<file path="src/source/ob_book_pkg.sv">
// Book-side types for the order book: price, quantity, uid, resting entry and ranking
package ob_book_pkg;

  // Limit price in ticks
  typedef logic [15:0] price_t;

  typedef logic [11:0] quantity_t;

  typedef logic [7:0] uid_t;

  // One resting order as held in a side table
  typedef struct packed {
    uid_t      uid;
    price_t    price;
    quantity_t quantity;
  } entry_t;

  // True when price a outranks price b on the given side
  // Bids rank high to low, asks rank low to high
  function automatic logic is_better(input logic is_ask, input price_t a, input price_t b);
    if (is_ask) begin
      return a < b;
    end
    return a > b;
  endfunction

endpackage

</file>
<file path="src/source/ob_msg_pkg.sv">
// Command and response message formats exchanged with the order book host
package ob_msg_pkg;

  import ob_book_pkg::*;

  typedef enum logic [1:0] {
    CMD_NOP    = 2'd0,
    CMD_BUY    = 2'd1,
    CMD_SELL   = 2'd2,
    CMD_CANCEL = 2'd3
  } cmd_op_t;

  // Cancel body carries only the uid
  typedef struct packed {
    uid_t        uid;
    logic [27:0] rsvd;
  } cmd_cancel_t;

  // Same 36 bits, read by opcode
  typedef union packed {
    entry_t      order;
    cmd_cancel_t cancel;
  } cmd_t;

  // Ingress word
  typedef struct packed {
    cmd_op_t op;
    cmd_t    body;
  } cmd_word_t;

  typedef enum logic [2:0] {
    RSP_ACCEPT      = 3'd0,
    RSP_REJECT      = 3'd1,
    RSP_CANCEL_HIT  = 3'd2,
    RSP_CANCEL_MISS = 3'd3,
    RSP_TRADE       = 3'd4
  } rsp_op_t;

  // Egress word, uid is the bid side for trades
  typedef struct packed {
    rsp_op_t   op;
    uid_t      uid;
    uid_t      uid_ask;
    price_t    price;
    quantity_t quantity;
  } rsp_t;

endpackage

</file>
<file path="src/source/ob_table_if.sv">
// Request and status bundle between the matching controller and one side table
`timescale 1ns/1ps

interface ob_table_if import ob_book_pkg::*; ();

  // Table status
  logic      head_vld;
  entry_t    head;
  logic      full;
  logic      cancel_hit;
  entry_t    cancel_entry;

  // Controller requests, one per cycle at most
  logic      insert;
  entry_t    insert_entry;
  logic      head_pop;
  logic      head_upt;
  quantity_t head_qty;
  logic      cancel;
  uid_t      cancel_uid;

  modport tbl (
    output head_vld, head, full, cancel_hit, cancel_entry,
    input  insert, insert_entry, head_pop, head_upt, head_qty, cancel, cancel_uid
  );

  modport cntrl (
    input  head_vld, head, full, cancel_hit, cancel_entry,
    output insert, insert_entry, head_pop, head_upt, head_qty, cancel, cancel_uid
  );

endinterface

</file>
<file path="src/source/ob_queue.sv">
// Circular FIFO with registered empty and full flags
`timescale 1ns/1ps

module ob_queue #(
  parameter int W = 8,
  parameter int N = 4
) (
  input  logic         clk,
  input  logic         rst_n,
  input  logic         push,
  input  logic [W-1:0] push_data,
  input  logic         pop,
  output logic [W-1:0] pop_data,
  output logic         empty,
  output logic         full
);

  localparam int AW = (N > 1) ? $clog2(N) : 1;
  localparam int CW = $clog2(N + 1);

  logic [W-1:0]  mem [N];
  logic [AW-1:0] wr_ptr;
  logic [AW-1:0] rd_ptr;
  logic [CW-1:0] count;
  logic [CW-1:0] count_nxt;
  logic          do_push;
  logic          do_pop;

  // Push while full is dropped, pop while empty does nothing
  assign do_push = push & ~full;
  assign do_pop  = pop & ~empty;

  always_comb begin
    count_nxt = count;
    case ({do_push, do_pop})
      2'b10:   count_nxt = count + 1'b1;
      2'b01:   count_nxt = count - 1'b1;
      default: count_nxt = count;
    endcase
  end

  always_ff @(posedge clk or negedge rst_n) begin
    if (!rst_n) begin
      wr_ptr <= '0;
      rd_ptr <= '0;
      count  <= '0;
      empty  <= 1'b1;
      full   <= 1'b0;
    end else begin
      if (do_push) begin
        wr_ptr <= (wr_ptr == AW'(N - 1)) ? '0 : wr_ptr + 1'b1;
      end
      if (do_pop) begin
        rd_ptr <= (rd_ptr == AW'(N - 1)) ? '0 : rd_ptr + 1'b1;
      end
      count <= count_nxt;
      empty <= (count_nxt == '0);
      full  <= (count_nxt == CW'(N));
    end
  end

  always_ff @(posedge clk) begin
    if (do_push) begin
      mem[wr_ptr] <= push_data;
    end
  end

  assign pop_data = mem[rd_ptr];

endmodule

</file>
<file path="src/source/ob_table.sv">
// Price-time sorted table of resting orders for one side of the book
`timescale 1ns/1ps

module ob_table import ob_book_pkg::*; #(
  parameter int N      = 4,
  parameter bit IS_ASK = 1'b0
) (
  input  logic       clk,
  input  logic       rst_n,
  ob_table_if.tbl    tbl
);

  entry_t       slot      [N];
  entry_t       slot_nxt  [N];
  entry_t       above     [N];
  entry_t       below     [N];
  logic [N-1:0] vld;
  logic [N-1:0] vld_nxt;
  logic [N-1:0] vld_up;
  logic [N-1:0] vld_dn;
  logic [N-1:0] beat;
  logic [N-1:0] beat_prev;
  logic [N-1:0] ins_first;
  logic [N-1:0] hit;
  logic [N-1:0] gone;
  logic [N-1:0] shift;
  logic         seen;

  // Neighbour views used by the shifts
  assign vld_up    = vld << 1;
  assign vld_dn    = vld >> 1;
  assign beat_prev = beat << 1;
  assign ins_first = beat & ~beat_prev;

  always_comb begin
    above[0] = tbl.insert_entry;
    for (int i = 1; i < N; i++) begin
      above[i] = slot[i-1];
    end
    for (int i = 0; i < N - 1; i++) begin
      below[i] = slot[i+1];
    end
    below[N-1] = '0;
  end

  // New entry lands ahead of the first slot it strictly outranks
  // Equal prices stay behind, which keeps arrival order
  always_comb begin
    for (int i = 0; i < N; i++) begin
      beat[i] = ~vld[i] | is_better(IS_ASK, tbl.insert_entry.price, slot[i].price);
    end
  end

  // Cancel lookup, only the first uid match is removed
  always_comb begin
    seen             = 1'b0;
    tbl.cancel_entry = '0;
    for (int i = 0; i < N; i++) begin
      hit[i] = vld[i] & (slot[i].uid == tbl.cancel_uid);
      if (hit[i] && !seen) begin
        tbl.cancel_entry = slot[i];
      end
      seen    = seen | hit[i];
      gone[i] = seen;
    end
    tbl.cancel_hit = tbl.cancel & seen;
  end

  // Pop moves every slot up, a cancel only those from the hit onwards
  always_comb begin
    if (tbl.head_pop) begin
      shift = '1;
    end else if (tbl.cancel) begin
      shift = gone;
    end else begin
      shift = '0;
    end
  end

  always_comb begin
    for (int i = 0; i < N; i++) begin
      slot_nxt[i] = slot[i];
      vld_nxt[i]  = vld[i];
      if (tbl.insert && ins_first[i]) begin
        slot_nxt[i] = tbl.insert_entry;
        vld_nxt[i]  = 1'b1;
      end else if (tbl.insert && beat[i]) begin
        slot_nxt[i] = above[i];
        vld_nxt[i]  = vld_up[i];
      end else if (shift[i]) begin
        slot_nxt[i] = below[i];
        vld_nxt[i]  = vld_dn[i];
      end
    end
    // Partial fill leaves the remainder in place
    if (tbl.head_upt) begin
      slot_nxt[0].quantity = tbl.head_qty;
    end
  end

  always_ff @(posedge clk or negedge rst_n) begin
    if (!rst_n) begin
      vld <= '0;
    end else begin
      vld <= vld_nxt;
    end
  end

  always_ff @(posedge clk) begin
    slot <= slot_nxt;
  end

  assign tbl.head_vld = vld[0];
  assign tbl.head     = slot[0];
  assign tbl.full     = vld[N-1];

endmodule

</file>
<file path="src/source/ob_cntrl.sv">
// Command decoder and matching engine driving both side tables and the response stream
`timescale 1ns/1ps

module ob_cntrl import ob_book_pkg::*; import ob_msg_pkg::*; (
  input  logic       clk,
  input  logic       rst_n,
  input  logic       cmd_vld,
  input  cmd_word_t  cmd_word,
  output logic       cmd_pop,
  input  logic       rsp_full,
  output logic       rsp_push,
  output rsp_t       rsp_word,
  ob_table_if.cntrl  bid,
  ob_table_if.cntrl  ask
);

  logic      act_ok;
  logic      crossed;
  logic      side_full;
  quantity_t trade_qty;
  logic      push_nxt;
  rsp_t      rsp_nxt;

  // Nothing moves while the egress queue is full
  assign act_ok = ~rsp_full;

  // Bid at or above the ask
  assign crossed = bid.head_vld & ask.head_vld &
                   ~is_better(1'b0, ask.head.price, bid.head.price);

  assign trade_qty = (bid.head.quantity < ask.head.quantity) ?
                     bid.head.quantity : ask.head.quantity;

  assign side_full = (cmd_word.op == CMD_SELL) ? ask.full : bid.full;

  // Payload lines are steady, the strobes qualify them
  assign bid.insert_entry = cmd_word.body.order;
  assign ask.insert_entry = cmd_word.body.order;
  assign bid.cancel_uid   = cmd_word.body.cancel.uid;
  assign ask.cancel_uid   = cmd_word.body.cancel.uid;
  assign bid.head_qty     = bid.head.quantity - trade_qty;
  assign ask.head_qty     = ask.head.quantity - trade_qty;

  always_comb begin
    cmd_pop      = 1'b0;
    push_nxt     = 1'b0;
    rsp_nxt      = '0;
    bid.insert   = 1'b0;
    bid.head_pop = 1'b0;
    bid.head_upt = 1'b0;
    bid.cancel   = 1'b0;
    ask.insert   = 1'b0;
    ask.head_pop = 1'b0;
    ask.head_upt = 1'b0;
    ask.cancel   = 1'b0;

    if (act_ok && crossed) begin
      // Matching first, at the resting ask price
      push_nxt         = 1'b1;
      rsp_nxt.op       = RSP_TRADE;
      rsp_nxt.uid      = bid.head.uid;
      rsp_nxt.uid_ask  = ask.head.uid;
      rsp_nxt.price    = ask.head.price;
      rsp_nxt.quantity = trade_qty;
      // Smaller side leaves, both leave on equal quantity
      if (bid.head.quantity <= ask.head.quantity) begin
        bid.head_pop = 1'b1;
      end else begin
        bid.head_upt = 1'b1;
      end
      if (ask.head.quantity <= bid.head.quantity) begin
        ask.head_pop = 1'b1;
      end else begin
        ask.head_upt = 1'b1;
      end
    end else if (act_ok && cmd_vld) begin
      cmd_pop = 1'b1;
      case (cmd_word.op)
        CMD_BUY, CMD_SELL: begin
          push_nxt         = 1'b1;
          rsp_nxt.op       = side_full ? RSP_REJECT : RSP_ACCEPT;
          rsp_nxt.uid      = cmd_word.body.order.uid;
          rsp_nxt.price    = cmd_word.body.order.price;
          rsp_nxt.quantity = cmd_word.body.order.quantity;
          bid.insert       = ~side_full & (cmd_word.op == CMD_BUY);
          ask.insert       = ~side_full & (cmd_word.op == CMD_SELL);
        end
        CMD_CANCEL: begin
          // Uid may rest on either side, ask both
          push_nxt    = 1'b1;
          bid.cancel  = 1'b1;
          ask.cancel  = 1'b1;
          rsp_nxt.uid = cmd_word.body.cancel.uid;
          if (bid.cancel_hit) begin
            rsp_nxt.op       = RSP_CANCEL_HIT;
            rsp_nxt.price    = bid.cancel_entry.price;
            rsp_nxt.quantity = bid.cancel_entry.quantity;
          end else if (ask.cancel_hit) begin
            rsp_nxt.op       = RSP_CANCEL_HIT;
            rsp_nxt.price    = ask.cancel_entry.price;
            rsp_nxt.quantity = ask.cancel_entry.quantity;
          end else begin
            rsp_nxt.op = RSP_CANCEL_MISS;
          end
        end
        default: begin
          // NOP is consumed with no response
        end
      endcase
    end
  end

  // Output register holds its word until the egress queue has room
  always_ff @(posedge clk or negedge rst_n) begin
    if (!rst_n) begin
      rsp_push <= 1'b0;
    end else if (act_ok) begin
      rsp_push <= push_nxt;
    end
  end

  always_ff @(posedge clk) begin
    if (act_ok) begin
      rsp_word <= rsp_nxt;
    end
  end

endmodule

</file>
<file path="src/source/ob.sv">
// Order book top level joining the command and response queues, side tables and controller
`timescale 1ns/1ps

module ob import ob_msg_pkg::*; #(
  parameter int BID_DEPTH   = 4,
  parameter int ASK_DEPTH   = 4,
  parameter int QUEUE_DEPTH = 4
) (
  input  logic      clk,
  input  logic      rst_n,
  input  logic      cmd_vld,
  input  cmd_word_t cmd,
  output logic      cmd_full,
  input  logic      rsp_accept,
  output logic      rsp_vld,
  output rsp_t      rsp
);

  logic      ingress_empty;
  cmd_word_t ingress_data;
  logic      cntrl_cmd_vld;
  logic      cntrl_cmd_pop;
  logic      cntrl_rsp_push;
  rsp_t      cntrl_rsp_word;
  logic      egress_empty;
  logic      egress_full;
  logic      egress_pop;

  ob_table_if bid_if ();
  ob_table_if ask_if ();

  ob_queue #(.W($bits(cmd_word_t)), .N(QUEUE_DEPTH)) u_ingress (
    .clk       (clk),
    .rst_n     (rst_n),
    .push      (cmd_vld),
    .push_data (cmd),
    .pop       (cntrl_cmd_pop),
    .pop_data  (ingress_data),
    .empty     (ingress_empty),
    .full      (cmd_full)
  );

  assign cntrl_cmd_vld = ~ingress_empty;

  ob_table #(.N(BID_DEPTH), .IS_ASK(1'b0)) u_bid_table (
    .clk   (clk),
    .rst_n (rst_n),
    .tbl   (bid_if.tbl)
  );

  ob_table #(.N(ASK_DEPTH), .IS_ASK(1'b1)) u_ask_table (
    .clk   (clk),
    .rst_n (rst_n),
    .tbl   (ask_if.tbl)
  );

  ob_cntrl u_ob_cntrl (
    .clk      (clk),
    .rst_n    (rst_n),
    .cmd_vld  (cntrl_cmd_vld),
    .cmd_word (ingress_data),
    .cmd_pop  (cntrl_cmd_pop),
    .rsp_full (egress_full),
    .rsp_push (cntrl_rsp_push),
    .rsp_word (cntrl_rsp_word),
    .bid      (bid_if.cntrl),
    .ask      (ask_if.cntrl)
  );

  // Host drains under its own accept strobe
  assign rsp_vld    = ~egress_empty;
  assign egress_pop = rsp_vld & rsp_accept;

  ob_queue #(.W($bits(rsp_t)), .N(QUEUE_DEPTH)) u_egress (
    .clk       (clk),
    .rst_n     (rst_n),
    .push      (cntrl_rsp_push),
    .push_data (cntrl_rsp_word),
    .pop       (egress_pop),
    .pop_data  (rsp),
    .empty     (egress_empty),
    .full      (egress_full)
  );

endmodule

</file>
<file path="config.mk">
export PLATFORM = sky130hd
export DESIGN_NAME = ob
export DESIGN_NICKNAME = d
export VERILOG_FILES = /design/src/source/ob_book_pkg.sv /design/src/source/ob_msg_pkg.sv /design/src/source/ob_table_if.sv /design/src/source/ob_queue.sv /design/src/source/ob_table.sv /design/src/source/ob_cntrl.sv /design/src/source/ob.sv
export SDC_FILE = /design/constraint.sdc
export NUM_CORES = 1
export LEC_CHECK = 0
export BUFFER_PORTS_ARGS = -buffer_cell sky130_fd_sc_hd__buf_2
export CAP_MARGIN = 15
export CORE_ASPECT_RATIO = 0.8
export CORE_MARGIN = 2
export CORE_UTILIZATION = 27
export CTS_CLUSTER_SIZE = 12
export DETAILED_ROUTE_END_ITERATION = 10
export GPL_TIMING_DRIVEN = 0
export PLACE_DENSITY_LB_ADDON = 0.15
export SETUP_SLACK_MARGIN = 0.05
export SLEW_MARGIN = 20
export SYNTH_ARGS = -nofsm -noshare
export SYNTH_HDL_FRONTEND = slang
export SYNTH_SLANG_ARGS = --single-unit
</file>
<file path="constraint.sdc">
create_clock -name clk -period 16.7 [get_ports clk]
set_input_delay 1.67 -clock clk [delete_from_list [all_inputs] [get_ports clk]]
set_output_delay 1.67 -clock clk [all_outputs]
set_load 0.1 [all_outputs]
</file>
==> flow_summary_export.csv <==
group,metric,value,unit
status,status,"finished clean",
yosys,yosysWarnings,0,
routing,vias_per_cell,5.02,
place,placed_cell_area,0.0402,mm²
yosys,yosys.area.top_type_share,54.6,%
die,die_h,336,µm
global_route,grt_max_degree,48,
place,gp_congestion,0.868,
sta,rsz0062_at_grt,"false",
finish,final_common_cell,"edfxtp_1",
global_route,overflow,0,
finish,area_growth,14.9,%
worst_setup_path,reg2reg_depth,20,
yosys,ys_types,90,
worst_setup_path,startpoint_type,"flop",
sta,setup_viol,0,
yosys,ys.flop_type,"edfxtp_1",
worst_setup_path,worst-path-max-fanout,36,
routing,ant_nets,0,
yosys,seq_area_frac_synth,56.5,%
clock_tree,cts_max_path_buffers,3,
finish,nets,3423,
routing,drcViolationCount,0,
die,rows,121,
die,io_pins,91,
worst_setup_path,slowest_delay,0.64,ns
die,start_util,27.2,%
clock_tree,clock_sinks,702,
sta,report.final.slew_viol_count,0,
finish,finish.instance_area,0.0426,mm²
global_route,antenna_found_initial,11,
clock_tree,clock_latency,0.69,ns
clock_tree,clkTransAtPathRegs,0.06,ns
worst_setup_path,path_class,"reg2reg",
yosys,synthCells,3015,
worst_setup_path,path_cells,"buf_6 > buf_6 > buf_2 > buf_1 > buf_2 > buf_2 > mux4_2 > buf_2 > ha_1 > a21o_1 > a21o_1 > a21o_1 > a21o_1 > a21oi_1 > o21ai_0 > o2bb2ai_2 > or2_1 > clkbuf_1 > clkbuf_1 > nand2_4",
routing,num_vias,25300,
sta,tightest_slew,1.12,ns
die,dieArea,0.140,mm²
yosys,yosys-top-cells-area,"edfxtp_1, mux2i_1, ha_1, mux4_2, a21oi_1",
worst_setup_path,cp.arrival,7.77,ns
yosys,yosys.area.top_type,"edfxtp_1",
yosys,avgSynthCellArea,12.3,µm²
worst_setup_path,crit_path_end_kind,"flop",
routing,wl_per_cell,25.1,µm
sta,finalHoldViolCount,0,
yosys,syn-cell-area,0.0371,mm²
yosys,async_reset_ff_share,3.85,%
clock_tree,cts-buffers-inserted,76,
worst_setup_path,r2r_start,"u_ingress.rd_ptr[0]",
hold_path,hp-class,"reg2reg",
die,core-area,0.136,mm²
clock_tree,h-tree-depth,3,
yosys,synth_fp_nets,3237,
clock_tree,cts_tree,"built",
sta,setup_tns,0,ns
sta,max-slew-margin-rel,25.4,%
global_route,grt_pass1_vias,24456,
routing,drt_iter0_markers,2724,
clock_tree,cts_resized,0,
die,die_width,418,µm
worst_setup_path,cpMaxStageDelayCell,"buf_1",
sta,min_period_over_period,45.1,%
yosys,synth_edf_count,675,
place,dp_hpwl,94.5,mm
finish,mostFrequentLayoutCells,"edfxtp_1, nand2_1, a21oi_1, mux2i_1, nor2_1",
sta,skew,0.0530,ns
clock_tree,cts_root_buffer,"clkbuf_16",
worst_setup_path,timing.rr.end,"u_ask_table.above[57]",
yosys,ys_ff_latch,702,
routing,first_pass_iters,6,
worst_setup_path,crit_required,16.95,ns
sta,fin_crit,7.52,ns
clock_tree,hold_buffers,0,
place,io_buffer_count,90,
worst_setup_path,r2r_slack,9.18,ns
finish,drive_gt1_share,13.4,%
global_route,grt_usage,17.8,%
clock_tree,postCtsSetupRepairBufs,0,
routing,drt_wl_total,126,mm
job,cap_violations,0,
worst_setup_path,worstSetupEndpoint,"u_ask_table.above[57]",
worst_setup_path,crit_path_start,"u_ingress.rd_ptr[0]",
global_route,grt_pass1_wl,181,mm
sta,fmax,0.133,GHz
[final cells by class]
class | instances | area [µm²]
clock buffer | 100 | 2020
sequential | 702 | 20900
antenna | 1 | 2.50
buffer | 187 | 873
clock inverter | 33 | 378
timing repair buffer | 108 | 776
fill | 13867 | 93600
tap | 1783 | 2230
inverter | 153 | 577
multi-input combinational | 1973 | 14800
[cells in the mapped netlist, drive strengths merged (13+ instances only)]
cell type    n
nor2       211
nand4       29
nor2b       25
xnor2       60
o22ai       14
inv        153
a21oi      240
nand2b      17
and2        21
nand3       52
xor2        24
a21o        33
dfrtp       25
o21a        17
mux2i      232
edfxtp     675
ha         176
a211oi      13
clkbuf     106
nand2      294
mux2        18
nor3        18
a221o       20
buf         81
mux4        85
o21ai      218
o211ai      29
[routing by layer]
layer  track usage [%]  vias to the layer above  part of all wire [%]
li1                  -                    11640                     -
met5                 0                        -                 0.047
met3              4.39                      148                   7.6
met4              4.36                       12                   2.2
met2              23.8                      804                    39
met1              28.1                    12696                    51
[registers in the layout, indices dropped and copies added (netlist names), 3 cells and up]
name                  cells
u_ingress.mem           152
u_bid_table.tbl.head     36
u_bid_table.vld           4
u_ask_table.vld           4
u_ob_cntrl.rsp_word      47
u_ingress.count           3
u_ask_table.tbl.head     36
u_egress.mem            188
u_ask_table.above        72
u_bid_table.below        36
u_bid_table.above        72
u_egress.count            3
u_ask_table.below        36
[per-stage QoR]
| stage | worst slack, ns | hold slack (ns) | util [%] | std cells |
|---|---|---|---|---|
| CTS | 9.07 | 0.471 | 31.3 | 5039 |
| detailed placement | 9.10 | 0.459 | 29.5 | 4906 |
| finish | 9.18 | 0.468 | 31.3 | 5040 |
| global route | 8.75 | 0.492 | 31.3 | 5039 |
| floorplan | 10.52 | 0.443 | - | 3015 |
| global placement | 7.49 | 0.458 | 29.2 | 4888 |
[critical path, delay by kind of cell (launching register included)]
family          cells  cell delay [ns]
buf+inv             9             3.74
compound gates      7             1.13
simple gates        2             0.83
mux                 1             0.55
flops               1             0.38
fa+ha+maj           1             0.38
[cells by family after synthesis]
logic type      count (synthesis)  synth area share (%)
fa+ha+maj                     180                  6.15
compound gates                662                  10.8
flops                         702                  56.5
xor+xnor                       84                  1.98
buf+inv                       340                  3.88
mux                           335                  12.0
simple gates                  712                  8.77
[worst min-delay path by stage]
stage,to,start,cells after the start,slack [ns]
final,u_ob_cntrl.rsp_push,u_ob_cntrl.rsp_push,2,0.47
after global routing,u_egress.count[2],u_egress.count[2],1,0.49
after CTS,u_ingress.count[2],u_ingress.count[2],1,0.47
after detailed placement,u_ob_cntrl.rsp_push,u_ob_cntrl.rsp_push,2,0.46
after global placement,u_ob_cntrl.rsp_push,u_ob_cntrl.rsp_push,2,0.46
after floorplan,u_ob_cntrl.rsp_push,u_ob_cntrl.rsp_push,2,0.44
Power is not shown: default switching activity piles up to over one toggle a cycle in this logic, so the estimate is an artifact.
